### src/common/vecAluPkg.sv
`default_nettype none

package vecAluPkg;

	// ========================================================================
	// Geometry of the vector datapath
	// ========================================================================

	// Number of independent lanes in one vector
	localparam int nLanes = 4;

	// Width of a single lane operand and result
	localparam int laneW = 32;

	// Width of the thread tag that travels with an instruction
	localparam int tidW = 4;

	// Iterations taken by the shift-add multiplier and the restoring divider
	localparam int mdSteps = 32;

	// Step counter width inside the mul/div unit
	localparam int mdCntW = $clog2(mdSteps);

	// ========================================================================
	// Value types
	// ========================================================================

	// One lane operand or result
	typedef logic [laneW-1:0] laneVal_t;

	// Whole vector with lane 0 in the low bits
	typedef logic [nLanes*laneW-1:0] vecVal_t;

	// Thread tag returned together with the result
	typedef logic [tidW-1:0] tid_t;

	// Opcodes. The last three take the iterative path
	typedef enum logic [2:0] {
		opAdd  = 3'd0,
		opSub  = 3'd1,
		opAnd  = 3'd2,
		opOr   = 3'd3,
		opXor  = 3'd4,
		opMul  = 3'd5,
		opDivu = 3'd6,
		opRemu = 3'd7
	} aluOp_t;

	// Per lane sequencing
	typedef enum logic [1:0] {
		stIdle = 2'd0,
		stBusy = 2'd1,
		stDone = 2'd2
	} laneState_t;

	// Mul/div unit sequencing
	typedef enum logic [1:0] {
		mdIdle   = 2'd0,
		mdRun    = 2'd1,
		mdFinish = 2'd2
	} mdState_t;

endpackage

`default_nettype wire

### src/vecAlu/vecAluMulDiv.sv
`default_nettype none

module vecAluMulDiv (
	input  logic               clk,
	input  logic               arstN,
	input  logic               start,
	input  vecAluPkg::aluOp_t  mode,
	input  vecAluPkg::laneVal_t a,
	input  vecAluPkg::laneVal_t b,
	output logic               done,
	output vecAluPkg::laneVal_t res
);

	import vecAluPkg::*;

	// Sequencer state and iteration count
	mdState_t            stateR;
	logic [mdCntW-1:0]   cntR;

	// Operation latched at start so the result mux stays put after done
	aluOp_t              modeR;

	// The three working registers are shared by both algorithms.
	// For multiply accR is the running product, qR the multiplier shifted right
	// and bR the multiplicand shifted left.
	// For divide accR is the partial remainder, qR the dividend that turns
	// into the quotient and bR the fixed divisor
	laneVal_t            accR;
	laneVal_t            qR;
	laneVal_t            bR;

	// One restoring division step
	logic [laneW:0]      divTrial;
	logic                divFits;

	always_comb begin
		// Bring the next dividend bit down into the remainder
		divTrial = {accR, qR[laneW-1]};
		// Subtraction succeeds when the trial value covers the divisor
		divFits = divTrial >= {1'b0, bR};
	end

	// ========================================================================
	// Control
	// ========================================================================

	always_ff @(posedge clk or negedge arstN) begin
		if (!arstN) begin
			stateR <= mdIdle;
			cntR <= '0;
		end else begin
			case (stateR)
				mdIdle: begin
					if (start) begin
						stateR <= mdRun;
						cntR <= '0;
					end
				end
				mdRun: begin
					cntR <= cntR + 1'b1;
					// The last step lands on this edge so the registers hold the answer next
					if (cntR == mdCntW'(mdSteps - 1)) begin
						stateR <= mdFinish;
					end
				end
				default: begin
					stateR <= mdIdle;
				end
			endcase
		end
	end

	// ========================================================================
	// Datapath
	// ========================================================================

	always_ff @(posedge clk) begin
		if (stateR == mdIdle && start) begin
			// Both algorithms start from the same operand placement
			modeR <= mode;
			accR <= '0;
			qR <= a;
			bR <= b;
		end else if (stateR == mdRun) begin
			if (modeR == opMul) begin
				// Add the shifted multiplicand when the current multiplier bit is set
				if (qR[0]) begin
					accR <= accR + bR;
				end
				bR <= bR << 1;
				qR <= qR >> 1;
			end else begin
				// A zero divisor always fits, which yields all ones and keeps the dividend
				if (divFits) begin
					accR <= divTrial[laneW-1:0] - bR;
				end else begin
					accR <= divTrial[laneW-1:0];
				end
				qR <= {qR[laneW-2:0], divFits};
			end
		end
	end

	// Done lasts the single mdFinish cycle
	assign done = (stateR == mdFinish);

	// Product for multiply, remainder for opRemu, quotient otherwise
	assign res = (modeR == opMul || modeR == opRemu) ? accR : qR;

	// The lane only starts a new sequence once the previous one has finished
	assert property (@(posedge clk) disable iff (!arstN) !(start && stateR == mdRun))
		else $error("mul/div start while a sequence is running");

endmodule

`default_nettype wire

### src/vecAlu/vecAluLane.sv
`default_nettype none

module vecAluLane (
	input  logic                clk,
	input  logic                arstN,
	input  logic                start,
	input  vecAluPkg::aluOp_t   op,
	input  vecAluPkg::laneVal_t a,
	input  vecAluPkg::laneVal_t b,
	output logic                done,
	output vecAluPkg::laneVal_t res
);

	import vecAluPkg::*;

	laneState_t stateR;
	laneVal_t   resR;

	// Single cycle result and the long operation decode
	laneVal_t   simpleRes;
	logic       isLong;

	// Mul/div handshake
	logic       mdStart;
	logic       mdDone;
	laneVal_t   mdRes;

	always_comb begin
		isLong = (op == opMul) || (op == opDivu) || (op == opRemu);
		case (op)
			opAdd:   simpleRes = a + b;
			opSub:   simpleRes = a - b;
			opAnd:   simpleRes = a & b;
			opOr:    simpleRes = a | b;
			opXor:   simpleRes = a ^ b;
			default: simpleRes = '0;
		endcase
	end

	// Long operations go straight to the iterative unit in the start cycle
	assign mdStart = start && isLong && (stateR == stIdle);

	vecAluMulDiv u_mulDiv (
		.clk   (clk),
		.arstN (arstN),
		.start (mdStart),
		.mode  (op),
		.a     (a),
		.b     (b),
		.done  (mdDone),
		.res   (mdRes)
	);

	always_ff @(posedge clk or negedge arstN) begin
		if (!arstN) begin
			stateR <= stIdle;
		end else begin
			case (stateR)
				stIdle: begin
					if (start) begin
						stateR <= isLong ? stBusy : stDone;
					end
				end
				stBusy: begin
					if (mdDone) begin
						stateR <= stDone;
					end
				end
				default: begin
					stateR <= stIdle;
				end
			endcase
		end
	end

	// Result capture for both paths
	always_ff @(posedge clk) begin
		if (stateR == stIdle && start && !isLong) begin
			resR <= simpleRes;
		end else if (stateR == stBusy && mdDone) begin
			resR <= mdRes;
		end
	end

	assign done = (stateR == stDone);
	assign res = resR;

	// Each start produces exactly one single-cycle done pulse
	assert property (@(posedge clk) disable iff (!arstN) done |=> !done)
		else $error("lane done held for two cycles");

endmodule

`default_nettype wire

### src/vecAlu/vecAlu.sv
`default_nettype none

module vecAlu (
	input  logic               clk,
	input  logic               arstN,
	input  logic               start,
	input  vecAluPkg::aluOp_t  op,
	input  vecAluPkg::vecVal_t a,
	input  vecAluPkg::vecVal_t b,
	input  vecAluPkg::tid_t    tidIn,
	output logic               done,
	output vecAluPkg::vecVal_t res,
	output vecAluPkg::tid_t    tidOut
);

	import vecAluPkg::*;

	// Per lane completion and results packed in vector order
	logic [nLanes-1:0] laneDone;
	vecVal_t           laneRes;
	logic              allDone;

	// Tag of the instruction in flight and the one presented with the result
	tid_t              tidHoldR;
	tid_t              tidOutR;

	vecVal_t           resR;
	logic              doneR;

	// ========================================================================
	// Lanes
	// ========================================================================

	// Every lane gets the same opcode and start, and its own operand slice
	for (genvar g = 0; g < nLanes; g++) begin : gLane
		vecAluLane u_lane (
			.clk   (clk),
			.arstN (arstN),
			.start (start),
			.op    (op),
			.a     (a[g*laneW +: laneW]),
			.b     (b[g*laneW +: laneW]),
			.done  (laneDone[g]),
			.res   (laneRes[g*laneW +: laneW])
		);
	end

	// The vector completes when the slowest lane is done
	assign allDone = &laneDone;

	// ========================================================================
	// Tag and result registers
	// ========================================================================

	always_ff @(posedge clk or negedge arstN) begin
		if (!arstN) begin
			doneR <= 1'b0;
		end else begin
			doneR <= allDone;
		end
	end

	// The tag is parked at start and moved to the output with the result,
	// so tidOut stays stable until the next instruction finishes
	always_ff @(posedge clk) begin
		if (start) begin
			tidHoldR <= tidIn;
		end
		if (allDone) begin
			resR <= laneRes;
			tidOutR <= tidHoldR;
		end
	end

	assign done = doneR;
	assign res = resR;
	assign tidOut = tidOutR;

	// All lanes run the same opcode, so their latencies must agree
	assert property (@(posedge clk) disable iff (!arstN) (|laneDone) |-> (&laneDone))
		else $error("lanes finished in different cycles");

endmodule

`default_nettype wire

### src/vecAluReqAck.sv
`default_nettype none

module vecAluReqAck (
	input  logic               clk,
	input  logic               arstN,
	input  logic               req,
	input  vecAluPkg::aluOp_t  op,
	input  vecAluPkg::vecVal_t a,
	input  vecAluPkg::vecVal_t b,
	input  vecAluPkg::tid_t    tidIn,
	input  logic               aluDone,
	input  vecAluPkg::vecVal_t aluRes,
	input  vecAluPkg::tid_t    aluTid,
	output logic               ack,
	output logic               start,
	output vecAluPkg::aluOp_t  aluOp,
	output vecAluPkg::vecVal_t aluA,
	output vecAluPkg::vecVal_t aluB,
	output vecAluPkg::tid_t    aluTidIn,
	output vecAluPkg::vecVal_t res,
	output vecAluPkg::tid_t    tidOut
);

	import vecAluPkg::*;

	// Handshake sequencing
	typedef enum logic [1:0] {
		raIdle       = 2'd0,
		raWaitAlu    = 2'd1,
		raAckHigh    = 2'd2,
		raWaitReqLow = 2'd3
	} raState_t;

	raState_t stateR;
	logic     accept;

	// A request is taken only from idle
	assign accept = (stateR == raIdle) && req;

	// ========================================================================
	// Four-phase control
	// ========================================================================

	// Coming out of reset the port first waits for req low.
	// A request still high across reset is never mistaken for a new one
	always_ff @(posedge clk or negedge arstN) begin
		if (!arstN) begin
			stateR <= raWaitReqLow;
			start <= 1'b0;
		end else begin
			start <= accept;
			case (stateR)
				raIdle: begin
					if (req) begin
						stateR <= raWaitAlu;
					end
				end
				raWaitAlu: begin
					if (aluDone) begin
						stateR <= raAckHigh;
					end
				end
				raAckHigh: begin
					// Ack drops on the edge after the host releases req
					if (!req) begin
						stateR <= raIdle;
					end
				end
				default: begin
					if (!req) begin
						stateR <= raIdle;
					end
				end
			endcase
		end
	end

	// ========================================================================
	// Instruction and result capture
	// ========================================================================

	always_ff @(posedge clk) begin
		if (accept) begin
			aluOp <= op;
			aluA <= a;
			aluB <= b;
			aluTidIn <= tidIn;
		end
		// Result and tag are held for the whole ack phase
		if (stateR == raWaitAlu && aluDone) begin
			res <= aluRes;
			tidOut <= aluTid;
		end
	end

	assign ack = (stateR == raAckHigh);

	// Four-phase rule seen from the host side
	assert property (@(posedge clk) disable iff (!arstN) $fell(ack) |-> !$past(req))
		else $error("ack dropped while req was still high");

endmodule

`default_nettype wire

### src/vecAluTop.sv
`default_nettype none

module vecAluTop (
	input  logic               clk,
	input  logic               arstN,
	input  logic               req,
	input  vecAluPkg::aluOp_t  op,
	input  vecAluPkg::vecVal_t a,
	input  vecAluPkg::vecVal_t b,
	input  vecAluPkg::tid_t    tidIn,
	output logic               ack,
	output vecAluPkg::vecVal_t res,
	output vecAluPkg::tid_t    tidOut
);

	import vecAluPkg::*;

	// Captured instruction on its way to the datapath
	logic    start;
	aluOp_t  aluOp;
	vecVal_t aluA;
	vecVal_t aluB;
	tid_t    aluTidIn;

	// Completion coming back from the datapath
	logic    aluDone;
	vecVal_t aluRes;
	tid_t    aluTid;

	// Host handshake
	vecAluReqAck u_reqAck (
		.clk      (clk),
		.arstN    (arstN),
		.req      (req),
		.op       (op),
		.a        (a),
		.b        (b),
		.tidIn    (tidIn),
		.aluDone  (aluDone),
		.aluRes   (aluRes),
		.aluTid   (aluTid),
		.ack      (ack),
		.start    (start),
		.aluOp    (aluOp),
		.aluA     (aluA),
		.aluB     (aluB),
		.aluTidIn (aluTidIn),
		.res      (res),
		.tidOut   (tidOut)
	);

	// Vector datapath
	vecAlu u_vecAlu (
		.clk    (clk),
		.arstN  (arstN),
		.start  (start),
		.op     (aluOp),
		.a      (aluA),
		.b      (aluB),
		.tidIn  (aluTidIn),
		.done   (aluDone),
		.res    (aluRes),
		.tidOut (aluTid)
	);

endmodule

`default_nettype wire

### config.mk
export PLATFORM = sky130hd
export DESIGN_NAME = vecAluTop
export DESIGN_NICKNAME = d
export VERILOG_FILES = /design/src/common/vecAluPkg.sv /design/src/vecAlu/vecAluMulDiv.sv /design/src/vecAlu/vecAluLane.sv /design/src/vecAlu/vecAlu.sv /design/src/vecAluReqAck.sv /design/src/vecAluTop.sv
export SDC_FILE = /design/constraint.sdc
export NUM_CORES = 2
export LEC_CHECK = 0
export BUFFER_PORTS_ARGS = -buffer_cell sky130_fd_sc_hd__buf_2
export CELL_PAD_IN_SITES_DETAIL_PLACEMENT = 1
export CELL_PAD_IN_SITES_GLOBAL_PLACEMENT = 1
export CORE_ASPECT_RATIO = 2
export CORE_UTILIZATION = 53
export DETAILED_ROUTE_END_ITERATION = 8
export PLACE_DENSITY = 0.85
export SETUP_SLACK_MARGIN = 0.1
export SLEW_MARGIN = 20
export SYNTH_ARGS = -nofsm -noshare
export SYNTH_HDL_FRONTEND = slang
export SYNTH_SLANG_ARGS = --single-unit
### constraint.sdc
create_clock -name clk -period 40.9 [get_ports clk]
set_clock_uncertainty 0.15 [all_clocks]
set_input_delay 8.18 -clock clk [delete_from_list [all_inputs] [get_ports clk]]
set_output_delay 8.18 -clock clk [all_outputs]
set_load 0.02 [all_outputs]
# Yosys cells after proc, flatten, opt, wreduce, memory -nomap -nowiden
# Cells that the tools add are included.
dict set report totals {
  ff_bits 1095
  in_bits 266
  wordCells 304
}
dict set report op_classes {
  add_sub_neg 20
  magnitude_cmp 4
  eq_ne 60
  n_mux 86
  bitwise_logic 12
  reduce_logical 78
}
# op n
set ops {}
lappend ops {{$mux W32} 48}
lappend ops {{$pmux W32 S5} 4}
lappend ops {{$add A32 B32 Y32} 8}
lappend ops {{$sub A32 B32 Y32} 8}
lappend ops {{$ge A33 B32 Y1} 4}
lappend ops {{$and A32 B32 Y32} 4}
lappend ops {{$or A32 B32 Y32} 4}
lappend ops {{$xor A32 B32 Y32} 4}
lappend ops {{$pmux W5 S2} 4}
lappend ops {{$reduce_and A2 Y1} 20}
lappend ops {{$eq A3 B3 Y1 const B} 12}
lappend ops {{$pmux W2 S2} 9}
lappend ops {{$mux W2} 17}
lappend ops {{$reduce_bool A2 Y1} 16}
lappend ops {{$ne A2 B1 Y1 const B} 13}
lappend ops {{$logic_and A1 B1 Y1} 23}
lappend ops {{$add A5 B1 Y5 const B} 4}
lappend ops {{$eq A5 B5 Y1 const B} 4}
lappend ops {{$mux W5} 4}
lappend ops {{$eq A2 B1 Y1 const B} 9}
lappend ops {{$eq A2 B2 Y1 const B} 9}
lappend ops {{$logic_not A2 Y1} 9}
lappend ops {{$ne A2 B2 Y1 const B} 9}
lappend ops {{$eq A3 B2 Y1 const B} 2}
lappend ops {{other kinds (7)} 12}

# Depth between registers and ports, before layout
dict set report logic_depth {
  ltp_word 8
  depth_mapped 21
  depth_no_buf 21
}

# Cells and area by module
# Synthesis repeated with hierarchy kept, for this count alone.
dict set report unflattened {
  cells_unflattened 7567
  hier_area_um2 73200.2
}
# module instances cells_per_inst area_each_um2
set modules_own_cells {}
lappend modules_own_cells {{vecAluMulDiv at u_vecAlu.gLane[1].u_lane.u_mulDiv ...} 3 1069 8812.2}
lappend modules_own_cells {{vecAluLane at u_vecAlu.gLane[0].u_lane ...} 3 683 5412.7}
lappend modules_own_cells {vecAluReqAck 1 408 11999.0}
lappend modules_own_cells {{vecAluMulDiv at u_vecAlu.gLane[0].u_lane.u_mulDiv} 1 1065 8752.1}
lappend modules_own_cells {{vecAluLane at u_vecAlu.gLane[1].u_lane} 1 700 5656.7}
lappend modules_own_cells {vecAlu 1 138 4117.7}

# Worst setup path before layout
# OpenSTA, ideal clock, no wires.
dict set report synth_timing {
  path_type {input-to-reg}
  startpoint {in req}
  endpoint {reg u_reqAck.start}
  setup_ps 2042
  arrival_time_ps 26915
  path_slack_ps 11793
  cell_stages 1
  cell_sequence {nor3b_1}
}
dict set report synth_between {
  elab_chain_len 1
}
# element line
set synth_lines {}
lappend synth_lines {{from (decl)} vecAluTop.sv:6} ;# input logic req,
lappend synth_lines {{$logic_and A1 B1 Y1} vecAluReqAck.sv:38} ;# assign accept = (stateR == raIdle) && req;
lappend synth_lines {{to (signal assigned)} vecAluReqAck.sv:51} ;# start <= accept;
lappend synth_lines {{to (decl)} vecAluReqAck.sv:15} ;# output logic start,
# Every way passes these cells.
# A chain may end at the register's enable or synchronous reset.

# Worst setup path in the final report
dict set report layout_timing {
  startpoint {reg u_reqAck.stateR[1]}
  endpoint {out ack}
}
dict set report layout_between {
  elab_chain_len 1
}
# element line
set layout_lines {}
lappend layout_lines {{from (decl)} vecAluReqAck.sv:34} ;# raState_t stateR;
lappend layout_lines {{from (signal assigned)} vecAluReqAck.sv:48} ;# stateR <= raWaitReqLow;
lappend layout_lines {{from (signal assigned)} vecAluReqAck.sv:55} ;# stateR <= raWaitAlu;
lappend layout_lines {{from (signal assigned)} vecAluReqAck.sv:60} ;# stateR <= raAckHigh;
lappend layout_lines {{$eq A2 B2 Y1} vecAluReqAck.sv:96} ;# assign ack = (stateR == raAckHigh);
lappend layout_lines {{to (decl)} vecAluTop.sv:11} ;# output logic ack,
# Every way passes these cells.

==> impl_metrics.py <==
metrics = {
    "sta": {
        "worst_pin_slew_ns": 1.186,
        "totalNegativeSetupSlack_ns": 0,
        "max_freq_mhz": 100.2,
        "setup_violations": 0,
        "fin_crit_sh": 0.2441,
        "drv_slew": 0,
        "hold_viol_final": 0,
        "slew_headroom": 0.2096,
        "rsz0062_at_grt": "false",
        "finalCriticalPeriod_ns": 9.984,
    },
    "finish": {
        "fillers": 14670,
        "final_cells": 9318,
        "drive_above_1_share": 0.09747,
        "final_common_cell": "edfxtp_1",
        "seqCellArea_um2": 31400,
        "syn2layout_area_growth_pct": 10.57,
        "nNetsFinal": 8434,
        "fin_area_um2": 77890,
        "mostFrequentLayoutCells": "edfxtp_1, nand2_1, ha_1",
        "multi_input_area_um2": 36130,
        "final_util": 0.5924,
    },
    "logic_synthesis": {
        "synth_edf_count": 927,
        "syn_area_um2": 70450,
        "yosys_register_bits": 1095,
        "synth_cells": 7246,
        "async_flop_share": 0.03653,
        "yosysWarnings": 0,
        "yosysTopAreaCellShare": 0.3951,
        "synth.distinct_cells": 98,
        "yosysSeqAreaShare": 0.4458,
        "synth_area_leaders": "edfxtp_1, ha_1, a21oi_1, nand2_1, dfxtp_1",
        "syn-num-nets": 8168,
        "yosysTopAreaCell": "edfxtp_1",
        "synthFlopType": "edfxtp_1",
        "syn_avg_cell_area_um2": 9.722,
    },
    "cts": {
        "ctsHtreeMaxLevel": 3,
        "clock_path_buffers": 3,
        "clk_latency_ns": 0.74,
        "post-cts-setup-buffer-count": 0,
        "cts_made_buffers": 103,
        "cts_hold_buffers": 0,
        "root_buffer": "clkbuf_16",
        "clk_pin_slew_worst_paths_ns": 0.07,
        "cts_tree": "done",
        "cts_resized": 0,
        "cts.sinks": 1095,
    },
    "die": {
        "die_h_um": 517.6,
        "floorplan.initialDensity": 0.5358,
        "die_area_um2": 134500,
        "num_rows": 188,
        "num_io_pins": 399,
        "core_area_um2": 131500,
        "die_x_um": 259.8,
    },
    "global_route": {
        "grt_pass1_vias": 66290,
        "grt_max_degree": 181,
        "busiest_layer": "met2",
        "grt_use_met2": 0.6696,
        "met1_usage": 0.4089,
        "antenna_found_initial": 11,
        "grt_pass1_wl_um": 389000,
        "grtUsageTotal": 0.3787,
        "overflow": 0,
        "grt_use_met3": 0.06392,
    },
    "placement": {
        "place_hpwl_um": 185400,
        "placed_area_um2": 74170,
        "dp_cells": 9115,
        "gp_congestion": 0.9608,
        "port_buffers": 398,
    },
    "setup_path": {
        "rrSetupSlack_ns": 32.64,
        "critPathKind": "register to output port",
        "r2r_cells": 19,
        "r2r-start": "u_reqAck.aluOp[0]",
        "end_kind": "output port",
        "critPathArrivalTime_ns": 1.65,
        "critPathLaunchType": "register",
        "cp_max_fo": 6,
        "worstPathRequired_ns": 32.57,
        "reg2reg_to": "u_vecAlu.gLane[3].u_lane.res[25]",
    },
    "pwr": {
        "seq_power_share": 0.364,
        "powerDensity_nw_per_um2": 50.53,
        "ir_drop_uv": 41.36,
        "p_int_mw": 2.490,
        "clkPwrFrac": 0.274,
        "leakage_nw": 32.40,
        "swShare": 0.3673,
        "p_comb_frac": 0.363,
        "power.switching_mw": 1.446,
    },
    "drt": {
        "finalWirelength_um": 258500,
        "via_count": 61940,
        "drt_pass1_iterations": 6,
        "drc": 0,
        "drt-initial-drc-count": 5680,
        "viasPerCell": 6.647,
        "wl_per_cell_um": 27.74,
        "antenna_left": 0,
    },
    "min_path": {
        "hold_depth": 0,
        "min_from": "u_vecAlu.gLane[0].u_lane.res[30]",
        "whs_endpoint": "u_vecAlu.res[30]",
        "hold_class": "register to register",
    },
    "flow_run": {
        "drv_cap": 0,
    },
    "outcome": {
        "outcome": "finished, final reports clean",
    },
}
[cell usage after synthesis (13+ instances only)]
| cell | count |
|---|---|
| nor2b_1 | 53 |
| o21bai_1 | 39 |
| nand3_1 | 75 |
| nor2_1 | 566 |
| or2_2 | 19 |
| nand2_1 | 747 |
| a22o_1 | 13 |
| a31oi_1 | 198 |
| nor4_1 | 32 |
| a22oi_1 | 24 |
| a221o_1 | 22 |
| a211oi_1 | 179 |
| dfrtp_1 | 38 |
| and2_1 | 18 |
| o211ai_1 | 54 |
| o22ai_1 | 20 |
| a222oi_1 | 68 |
| o31ai_1 | 41 |
| buf_1 | 19 |
| or3_1 | 22 |
| xor2_1 | 148 |
| nand4_1 | 51 |
| dfxtp_1 | 128 |
| clkbuf_1 | 283 |
| nor3_1 | 69 |
| a221oi_1 | 34 |
| ha_1 | 644 |
| a21oi_1 | 630 |
| xnor2_1 | 292 |
| and3_1 | 131 |
| o21ai_0 | 489 |
| o41ai_1 | 15 |
| nand2b_1 | 72 |
| a311oi_1 | 14 |
| o21ai_1 | 25 |
| inv_1 | 497 |
| mux2i_1 | 86 |
| edfxtp_1 | 927 |
| o21a_1 | 48 |
| a21o_1 | 209 |
[power by group through the flow]
stage | Combinational [mW] | Sequential, mW | Clock, mW
after global placement | 1.33 | 1.44 | 0
after global routing | 1.56 | 1.44 | 1.11
after CTS | 1.41 | 1.42 | 1.08
final | 1.43 | 1.43 | 1.08
after floorplan | 1.07 | 1.39 | 0
after detailed placement | 1.39 | 1.45 | 0
[per-layer routing]
layer  vias to the layer above  part of all wire
met4                         8             0.073
met5                         -           0.00021
met3                      1132             0.065
met2                      2903              0.51
li1                      27160                 -
met1                     30730              0.35
[worst max-delay path, cell delays in order, from the launching register on]
cell and delay [ns]:
dfstp_2 0.60, nor2b_1 0.14, buf_2 0.17
[metrics by stage]
stage / hold WS [ns] / setup slack [ns] / total power [mW]
finish: 0.2653 / 30.92 / 3.936
global route: 0.2731 / 30.85 / 4.109
global placement: 0.2501 / 30.16 / 2.775
detailed placement: 0.2561 / 29.96 / 2.834
CTS: 0.2613 / 30.74 / 3.914
floorplan: 0.2503 / 11.79 / 2.462
[state kept, by name, summed over array words and instances, names as in the netlist]
register,flops
u_reqAck.aluA,128
u_reqAck.aluB,128
u_reqAck.res,128
u_vecAlu.gLane.u_lane.res,128
u_vecAlu.gLane.u_lane.u_mulDiv.accR,128
u_vecAlu.gLane.u_lane.u_mulDiv.bR,128
u_vecAlu.gLane.u_lane.u_mulDiv.qR,128
u_vecAlu.res,128
u_vecAlu.gLane.u_lane.u_mulDiv.cntR,20
u_vecAlu.gLane.u_lane.u_mulDiv.modeR,12
u_vecAlu.gLane.u_lane.stateR,8
u_vecAlu.gLane.u_lane.u_mulDiv.stateR,8
u_reqAck.aluTidIn,4
u_reqAck.tidOut,4
u_vecAlu.tidHoldR,4
u_vecAlu.tidOut,4
u_reqAck.aluOp,3
u_reqAck.stateR,2
u_reqAck.start,1
u_vecAlu.done,1
[worst max path at each step]
stage                       start                 to  slack, ns  depth (start not counted)
2_1_floorplan                 req     u_reqAck.start      11.79                          1
4_1_cts                       req  u_reqAck.aluB[44]      30.74                          4
6_report       u_reqAck.stateR[1]                ack      30.92                          2
3_3_place_gp                  req  u_reqAck.aluB[40]      30.16                          4
5_1_grt                       req  u_reqAck.aluA[41]      30.85                          4
3_5_place_dp                  req  u_reqAck.aluA[46]      29.96                          4
[layout make-up]
class	count	share of cell area
Antenna cell	6	0.0001928
Clock buffer	118	0.03503
Clock inverter	77	0.01193
Inverter	499	0.02405
Multi-Input combinational cell	5332	0.4638
Sequential cell	1095	0.4031
Tap cell	1710	0.02747
Timing Repair Buffer	481	0.03439
[cell families after synthesis]
| logic type | synth area share |
|---|---|
| compound gates | 0.2038 |
| simple gates | 0.1195 |
| flops | 0.4458 |
| buf+inv | 0.04446 |
| fa+ha+maj | 0.1178 |
| xor+xnor | 0.05470 |
| mux | 0.01398 |
Note: power is estimated with default switching activity, not from simulation.
